<file path="config.mk">
export PLATFORM = sky130hd
export DESIGN_NAME = GlueTop
export DESIGN_NICKNAME = d
export VERILOG_FILES = /design/src/common/GluePkg.sv /design/src/AddrDecode.sv /design/src/BusCycleTrack.sv /design/src/RefreshTimer.sv /design/src/ram/RamCtrl.sv /design/src/GlueTop.sv
export VERILOG_INCLUDE_DIRS = /design/src /design/src/common
export SDC_FILE = /design/constraint.sdc
export NUM_CORES = 1
export LEC_CHECK = 0
export ABC_AREA = 0
export BUFFER_PORTS_ARGS = -buffer_cell sky130_fd_sc_hd__buf_4
export CORE_UTILIZATION = 52
export DETAILED_ROUTE_END_ITERATION = 8
export PLACE_DENSITY = 0.84
export SLEW_MARGIN = 10
export SYNTH_ARGS = -nofsm -noshare
export SYNTH_HDL_FRONTEND = slang
export SYNTH_SLANG_ARGS = --single-unit
</file>
<file path="constraint.sdc">
create_clock -name CLK -period 2.7 [get_ports CLK]
set_input_delay 0.405 -clock CLK [delete_from_list [all_inputs] [get_ports CLK]]
set_output_delay 0.405 -clock CLK [all_outputs]
set_load 0.05 [all_outputs]
</file>
<file path="src/common/glue_consts.svh">
`ifndef GLUE_CONSTS_SVH
`define GLUE_CONSTS_SVH

// Address windows, byte addresses on the 24-bit bus
`define RAM_TOP 24'h3F_FFFF
`define ROM_BASE 24'h40_0000
`define ROM_TOP 24'h4F_FFFF

// Wait states added before nDTACK
`define ROM_WAIT 2
`define IO_WAIT 4 // Unmapped space

// Refresh timing in CLK cycles
`define REFRESH_PERIOD 64 // One refresh per period

// Request turns urgent here if not yet served
`define REFRESH_URGENT 24

// Both requests withdrawn here until the next period
`define REFRESH_WINDOW 40

`endif

</file>
<file path="src/common/GluePkg.sv">
package GluePkg;

	// 68000 word address, A23..A1
	typedef logic [23:1] cpuAddr_t;

	// Multiplexed DRAM row/column address
	typedef logic [11:0] dramAddr_t;

	// One CPU bus phase as seen on the pins
	typedef struct packed {
		cpuAddr_t addr;
		logic nAS; // Address strobe
		logic nWE; // Low for write
		logic nLDS; // Lower byte strobe
		logic nUDS; // Upper byte strobe
	} cpuBus_t;

	// DRAM array control and address pins
	typedef struct packed {
		dramAddr_t ra;
		logic nRAS;
		logic nCAS;
		logic nLWE; // Lower byte write enable
		logic nUWE; // Upper byte write enable
		logic nOE;
	} dramBus_t;

	// NOR flash strobes
	typedef struct packed {
		logic nRomOE;
		logic nRomWE;
	} romCtl_t;

	// Refresh request pair from the period timer
	typedef struct packed {
		logic req; // Refresh wanted this period
		logic urg; // Refresh overdue, force it
	} refreshReq_t;

	// DRAM sequencer states, bit 2 marks refresh
	typedef enum logic [2:0] {
		Idle = 3'd0,
		Access = 3'd1, // Row latched, column driven
		AccessEnd = 3'd2, // Wait for acknowledge
		CycleDone = 3'd3,
		RefRas1 = 3'd4,
		RefRas2 = 3'd5,
		RefPre1 = 3'd6,
		RefPre2 = 3'd7
	} ramState_t;

endpackage

</file>
<file path="src/AddrDecode.sv">
`timescale 1ns/10ps
`include "glue_consts.svh"

module AddrDecode (
	input logic CLK,
	input logic rst,
	input GluePkg::cpuBus_t cpu,
	input logic bact,
	output logic ramCs,
	output logic ramCs0X,
	output logic romCs
);

	import GluePkg::*;

	logic [23:0] byteAddr; // Full byte address, A0 forced low
	logic inRam;
	logic inRom;
	logic overlay; // ROM mirrored at zero

	assign byteAddr = {cpu.addr, 1'b0};

	// Window compares
	assign inRam = byteAddr <= `RAM_TOP;
	assign inRom = (byteAddr >= `ROM_BASE) && (byteAddr <= `ROM_TOP);

	// RAM window regardless of overlay
	assign ramCs0X = inRam;

	// Real RAM only once the overlay is gone
	assign ramCs = inRam && !overlay;

	// ROM proper, or its mirror at zero during boot
	assign romCs = inRom || (inRam && overlay);

	// Boot overlay flag
	always_ff @(posedge CLK) begin
		if (rst) begin
			overlay <= 1'b1; // CPU fetches vectors from ROM
		end else if (bact && inRom) begin
			overlay <= 1'b0; // First real ROM access drops it
		end
	end

endmodule

</file>
<file path="src/BusCycleTrack.sv">
`timescale 1ns/10ps
`include "glue_consts.svh"

module BusCycleTrack (
	input logic CLK,
	input logic rst,
	input logic nAS,
	input logic ramCs,
	input logic romCs,
	input logic ramReady,
	output logic bact,
	output logic bactR,
	output logic nDTACK
);

	logic [2:0] waitCnt; // Wait states elapsed
	logic [2:0] waitLimit; // Wait states for this region

	// ROM or unmapped space, RAM uses ramReady
	assign waitLimit = romCs ? 3'(`ROM_WAIT) : 3'(`IO_WAIT);

	// nAS synchroniser and one-clock delay
	always_ff @(posedge CLK) begin
		if (rst) begin
			bact <= 1'b0;
			bactR <= 1'b0;
		end else begin
			bact <= !nAS;
			bactR <= bact;
		end
	end

	// Acknowledge generation
	always_ff @(posedge CLK) begin
		if (rst) begin
			nDTACK <= 1'b1;
			waitCnt <= '0;
		end else if (!bact) begin
			nDTACK <= 1'b1; // Release once the strobe is gone
			waitCnt <= '0;
		end else if (ramCs) begin
			if (ramReady)
				nDTACK <= 1'b0; // No wait unless refresh busy
		end else if (waitCnt == waitLimit) begin
			nDTACK <= 1'b0; // Held low until bact drops
		end else begin
			waitCnt <= waitCnt + 3'd1;
		end
	end

endmodule

</file>
<file path="src/RefreshTimer.sv">
`timescale 1ns/10ps
`include "glue_consts.svh"

module RefreshTimer (
	input logic CLK,
	input logic rst,
	output GluePkg::refreshReq_t refresh
);

	import GluePkg::*;

	localparam int CntW = $clog2(`REFRESH_PERIOD);

	logic [CntW-1:0] periodCnt; // Position in refresh period
	logic lastCount;
	logic inWindow;
	logic pastUrgent;

	assign lastCount = periodCnt == CntW'(`REFRESH_PERIOD - 1);

	// Free-running period counter
	always_ff @(posedge CLK) begin
		if (rst) begin
			periodCnt <= '0;
		end else if (lastCount) begin
			periodCnt <= '0; // New period, new request
		end else begin
			periodCnt <= periodCnt + 1'b1;
		end
	end

	// Request open from period start to the window end
	assign inWindow = periodCnt < CntW'(`REFRESH_WINDOW);

	// Late part of the window
	assign pastUrgent = periodCnt >= CntW'(`REFRESH_URGENT);

	// Both requests withdrawn after the window so the
	// controller can rearm its done latch
	assign refresh.req = inWindow;
	assign refresh.urg = inWindow && pastUrgent;

endmodule

</file>
<file path="src/ram/RamCtrl.sv">
`timescale 1ns/10ps

module RamCtrl (
	input logic CLK,
	input logic rst,
	input GluePkg::cpuBus_t cpu,
	input logic bact,
	input logic bactR,
	input logic ramCs,
	input logic ramCs0X,
	input logic romCs,
	input logic nDTACK,
	input GluePkg::refreshReq_t refresh,
	output logic ramReady,
	output GluePkg::dramBus_t dram,
	output GluePkg::romCtl_t rom
);

	import GluePkg::*;

	ramState_t state;
	ramState_t stateNext;
	cpuAddr_t a; // Shorthand for the CPU address
	dramAddr_t ra;
	logic dtackR; // Registered acknowledge
	logic rasSel; // Column address select
	logic rasEn; // RAS may follow nAS
	logic rasRR; // RAS held by rising-edge logic
	logic rasRF; // RAS held by falling-edge logic
	logic selNext;
	logic enNext;
	logic rrNext;
	logic readyNext;
	logic refDone; // This period's refresh served
	logic refActive;
	logic refReq;
	logic refUrg;
	logic toRef; // Start refresh from Idle
	logic nRas;
	logic nCas;
	logic nOe;
	logic nLwe;
	logic nUwe;

	assign a = cpu.addr;

	always_ff @(posedge CLK) begin
		if (rst)
			dtackR <= 1'b0;
		else
			dtackR <= !nDTACK;
	end

	// Refresh done latch, cleared when the timer withdraws
	assign refActive = state inside {RefRas1, RefRas2, RefPre1, RefPre2};
	always_ff @(posedge CLK) begin
		if (rst)
			refDone <= 1'b0;
		else if (!refresh.req && !refresh.urg)
			refDone <= 1'b0;
		else if (refActive)
			refDone <= 1'b1;
	end
	assign refReq = refresh.req && !refDone;
	assign refUrg = refresh.urg && !refDone;

	assign toRef = (refReq && bact && !bactR && !ramCs0X) || // First clock of non-RAM cycle
		(refUrg && !bact) || // Bus idle
		(refUrg && bact && !ramCs0X) || // Non-RAM cycle in progress
		(refUrg && !rasEn); // RAM access not allowed now

	// Next state and control values
	always_comb begin
		stateNext = state;
		selNext = 1'b0;
		enNext = 1'b0;
		rrNext = 1'b0;
		readyNext = 1'b1;
		case (state)
			Idle: begin
				if (toRef) begin
					stateNext = RefRas1; // CAS already low, raise RAS
					rrNext = 1'b1;
					readyNext = 1'b0;
				end else if (bact && ramCs && rasEn) begin
					stateNext = Access;
					selNext = 1'b1; // Switch to column
					rrNext = 1'b1; // Keep RAS after nAS path
					enNext = 1'b1;
				end else begin
					enNext = 1'b1;
				end
			end
			Access: begin
				stateNext = AccessEnd;
				selNext = 1'b1;
			end
			AccessEnd: begin
				if (dtackR)
					stateNext = CycleDone; // CPU saw the acknowledge
			end
			CycleDone: begin
				if (refUrg) begin
					stateNext = RefRas1;
					rrNext = 1'b1;
					readyNext = 1'b0;
				end else begin
					stateNext = Idle;
					enNext = 1'b1;
				end
			end
			RefRas1: begin
				stateNext = RefRas2;
				rrNext = 1'b1;
				readyNext = 1'b0;
			end
			RefRas2: begin
				stateNext = RefPre1; // RAS released
				readyNext = 1'b0;
			end
			RefPre1: begin
				stateNext = RefPre2;
				readyNext = 1'b0;
			end
			default: begin
				stateNext = Idle; // Reenable RAM
				enNext = 1'b1;
			end
		endcase
	end

	always_ff @(posedge CLK) begin
		if (rst) begin
			state <= Idle;
			rasSel <= 1'b0;
			rasEn <= 1'b0;
			rasRR <= 1'b0;
			ramReady <= 1'b1;
		end else begin
			state <= stateNext;
			rasSel <= selNext;
			rasEn <= enNext;
			rasRR <= rrNext;
			ramReady <= readyNext;
		end
	end

	// Falling edge half: CAS and second RAS hold
	always_ff @(negedge CLK) begin
		if (rst) begin
			nCas <= 1'b1;
			rasRF <= 1'b0;
		end else begin
			rasRF <= state == Access;
			case (state)
				Idle: nCas <= !toRef; // CAS before RAS for refresh
				Access: nCas <= 1'b0;
				AccessEnd: nCas <= dtackR;
				CycleDone, RefRas1: nCas <= !refUrg;
				default: nCas <= 1'b1; // Precharge
			endcase
		end
	end

	// RAS falls straight off nAS for a fast row strobe
	assign nRas = !((!cpu.nAS && ramCs && rasEn) || rasRR || rasRF);
	assign nLwe = !(!cpu.nLDS && !cpu.nWE && rasSel);
	assign nUwe = !(!cpu.nUDS && !cpu.nWE && rasSel);

	// Output enable off once the acknowledged cycle winds down
	always_ff @(posedge CLK) begin
		if (rst)
			nOe <= 1'b1;
		else
			nOe <= !(bact && cpu.nWE && !(bactR && dtackR));
	end

	// Row/column mux, ROM A19 and A18 ride on ra[11] and ra[8]
	always_comb begin
		if (rasSel)
			ra = {a[20], a[7], a[8], a[21], a[6], a[5], a[4], a[3], a[20], a[7], a[2], a[1]};
		else
			ra = {a[19], a[17], a[15], a[18], a[14], a[13], a[12], a[11], a[19], a[16],
				a[10], a[9]};
	end

	assign dram = '{ra: ra, nRAS: nRas, nCAS: nCas, nLWE: nLwe, nUWE: nUwe, nOE: nOe};

	// Flash strobes follow nAS directly
	assign rom = '{nRomOE: !(romCs && !cpu.nAS && cpu.nWE),
		nRomWE: !(romCs && !cpu.nAS && !cpu.nWE)};

endmodule

</file>
<file path="src/GlueTop.sv">
`timescale 1ns/10ps

module GlueTop (
	input logic CLK,
	input logic rst,
	input GluePkg::cpuBus_t cpu,
	output GluePkg::dramBus_t dram,
	output GluePkg::romCtl_t rom,
	output logic nDTACK
);

	import GluePkg::*;

	logic ramCs; // RAM with overlay off
	logic ramCs0X; // RAM window, any overlay
	logic romCs;
	logic bact; // Synchronised bus active
	logic bactR;
	logic ramReady; // Low while refreshing
	refreshReq_t refresh;

	AddrDecode addrDecode0 (
		.CLK(CLK),
		.rst(rst),
		.cpu(cpu),
		.bact(bact),
		.ramCs(ramCs),
		.ramCs0X(ramCs0X),
		.romCs(romCs)
	);

	BusCycleTrack busCycleTrack0 (
		.CLK(CLK),
		.rst(rst),
		.nAS(cpu.nAS),
		.ramCs(ramCs),
		.romCs(romCs),
		.ramReady(ramReady),
		.bact(bact),
		.bactR(bactR),
		.nDTACK(nDTACK)
	);

	RefreshTimer refreshTimer0 (
		.CLK(CLK),
		.rst(rst),
		.refresh(refresh)
	);

	RamCtrl ramCtrl0 (
		.CLK(CLK),
		.rst(rst),
		.cpu(cpu),
		.bact(bact),
		.bactR(bactR),
		.ramCs(ramCs),
		.ramCs0X(ramCs0X),
		.romCs(romCs),
		.nDTACK(nDTACK), // Acknowledge fed back to end the access
		.refresh(refresh),
		.ramReady(ramReady),
		.dram(dram),
		.rom(rom)
	);

endmodule

</file>
==> results.py <==
metrics = {
    "place": {
        "place.gp.congestion": 0.831,
        "place_inst": 224,
        "hpwl_mm": 2.43,
        "io_buffers": 48,
    },
    "synth": {
        "yosysWarningCount": 0,
        "synth-edff-count": 0,
        "synth_cells": 152,
        "async_flop_share_pct": 0,
        "syn_avg_cell_area_sq_um": 8.76,
        "syn_nets": 184,
        "ys_seq_area_share_pct": 37.6,
        "netlist_area_sq_um": 1330,
        "ys_ff_latch": 25,
        "synth_flop_cell": "dfxtp_1",
        "synth.distinct_cells": 44,
    },
    "final_layout": {
        "diodes": 0,
        "largest_reg_flops": 6,
        "syn_to_final_growth_pct": 38.6,
        "top_register": "refreshTimer0.periodCnt",
        "multi_input_area_sq_um": 751,
        "final_nets": 241,
        "final_cell_mix": "60 x buf_4, 22 x dfxtp_1, 15 x nor2_1, 11 x inv_1",
        "ff_latch_area_sq_um": 504,
        "drive_above_1_share_pct": 42.3,
        "fill_cells": 149,
        "largest_registers": "refreshTimer0.periodCnt (6), busCycleTrack0.waitCnt (3), ramCtrl0.state (3)",
        "instances_no_fill": 236,
        "final_common_cell": "buf_4",
    },
    "clock_network": {
        "htree_levels": 1,
        "clk_path_buf_depth": 2,
        "cts_tree": "done",
        "root_buffer": "clkbuf_4",
        "clock-sinks": 25,
        "clk_pin_slew_ps": 130,
        "cts_buffers": 3,
        "clock_latency_ps": 370,
    },
    "outcome": {
        "status": "finished, violations left",
        "failed_checks": "setup timing",
    },
    "timing": {
        "hold_viol": 0,
        "tightest_slew_ps": 492,
        "worst_slack_ps": -147,
        "finalSetupViolCount": 2,
        "slew_viol_final": 0,
        "clock_skew_ps": 60.6,
        "rsz0062_at_grt": "true",
        "slew_headroom_pct": 67.2,
    },
    "min_path": {
        "hold_class": "primary input to register",
    },
    "route": {
        "route.detailed.drc": 0,
        "final_antenna_net_count": 0,
        "avgViaCountPerCell": 5.34,
        "drt-pass1-iter-count": 5,
        "vias": 1261,
        "drt-total-wl_mm": 3.31,
        "drtIter0Drc": 35,
        "routedWlPerCell_microns": 14.0,
    },
    "floorplan": {
        "io_pins": 49,
        "fp.dieW_microns": 52.6,
        "die-area_sq_um": 2770,
        "die_y_microns": 52.6,
        "core_area_sq_um": 2320,
        "initial_core_util_pct": 57.4,
        "row_count": 17,
    },
    "global_route": {
        "grt_max_degree": 17,
        "antenna_found_initial": 0,
        "first_global_vias": 1156,
        "grt_pass1_wl_mm": 4.97,
        "groute.usage.overall_pct": 24.3,
        "overflow": 0,
    },
    "power_and_ir_drop": {
        "powerDensity_nw_per_um2": 490,
        "leakagePower_nw": 0.822,
        "p_total_w": 0.000905,
        "ir_drop_mv": 0.663,
    },
    "setup_path": {
        "cp-end-kind": "primary output",
        "cp_num_buf_inv": 1,
        "crit_chain": "a311oi_2, buf_6",
        "cp_max_fo": 1,
        "path_delay_family": "flip-flops",
        "cp-start-kind": "register",
        "cp.arrival_ps": 2440,
        "cp_data_required_time_ps": 2300,
        "path_class": "register to primary output",
        "cpPeakStageDelay_ps": 300,
        "slowest_stage": "dfxtp_1",
    },
    "job": {
        "drv_cap": 0,
    },
}
cells by family (layout without fill, tap and decap cells):
kind of cell / after synthesis / after routing / share of synthesized area, %
mux: 11 / 11 / 9.12
fa+ha+maj: 3 / 3 / 2.82
compound gates: 34 / 34 / 17.3
xor+xnor: 4 / 4 / 2.63
simple gates: 55 / 55 / 23.0
flops: 25 / 25 / 37.6
buf+inv: 20 / 76 / 7.52
path summary, 6_finish.rpt:
check / startpoint / endpoint / slack [ps] / depth (start not counted)
min reg2reg: busCycleTrack0.bactR$_SDFF_PP0_ / ramCtrl0.nOe$_SDFF_PP1_ / 480 / 2
max reg2reg: refreshTimer0.periodCnt[5]$_SDFF_PP0_ / ramCtrl0.nCas$_SDFF_NP1_ / -40 / 4
max: ramCtrl0.rasRF$_SDFF_NP0_ / dram[4] / -150 / 2
min: cpu[3] / busCycleTrack0.bact$_SDFF_PP0_ / 260 / 2
synthesized netlist by cell type, types with 3 or more instances:
cell type / count / area (sq um)
mux2_2: 9 / 101
o21a_1: 3 / 22.5
a21o_1: 4 / 30.0
xnor2_1: 3 / 26.3
inv_1: 10 / 37.5
buf_4: 6 / 45.0
nor2_1: 15 / 56.3
ha_1: 3 / 37.5
a21oi_1: 7 / 35.0
dfxtp_1: 25 / 500
o21ai_0: 7 / 35.0
nor3_1: 5 / 25.0
nand2b_1: 5 / 31.3
or3_1: 3 / 18.8
nand2_1: 9 / 33.8
through the flow:
step / worst slack [ps] / utilization [%] / hold WS [ps] / instance area, sq um / TNS [ps]
after global placement: 7.26 / 73.8 / 412 / 1710 / 0
after floorplan: -0.665 / - / 430 / 1330 / -0.665
after global routing: -195 / 79.6 / 251 / 1850 / -279
after CTS: -167 / 78.4 / 250 / 1820 / -167
final: -147 / 79.6 / 256 / 1850 / -187
after detailed placement: -23.0 / 73.8 / 429 / 1710 / -23.0
layer usage:
layer | track usage (%) | wire length, microns | vias up
li1 | - | - | 636
met1 | 29.0 | 1350 | 590
met2 | 45.1 | 1800 | 35
met3 | 6.09 | 154 | 0
met4 | 1.32 | 0 | 0
met5 | 0 | 0 | -
power by group:
| group | internal [W] | switching (W) | leakage, nW |
|---|---|---|---|
| Combinational | 0.000102 | 0.000125 | 0.578 |
| Clock | 0.000154 | 0.000116 | 0.0386 |
| Sequential | 0.000389 | 0.0000196 | 0.206 |
timing repair:
item	in CTS	in global routing
setup endpoints to repair	2	2
endpoints found under the hold margin	0	0
pin swaps	4	2
setup buffers	5	2
hold buffers	0	0
resized for setup	4	2
layout make-up:
type | count | area share (%)
multi-input cells | 107 | 40.7
flip-flops and latches | 25 | 27.3
repair buffers | 61 | 25.0
clock inverters | 3 | 2.03
well taps | 28 | 1.90
inverters | 9 | 1.83
clock buffers | 3 | 1.22
No activity file was read; power rests on OpenSTA's default activity.
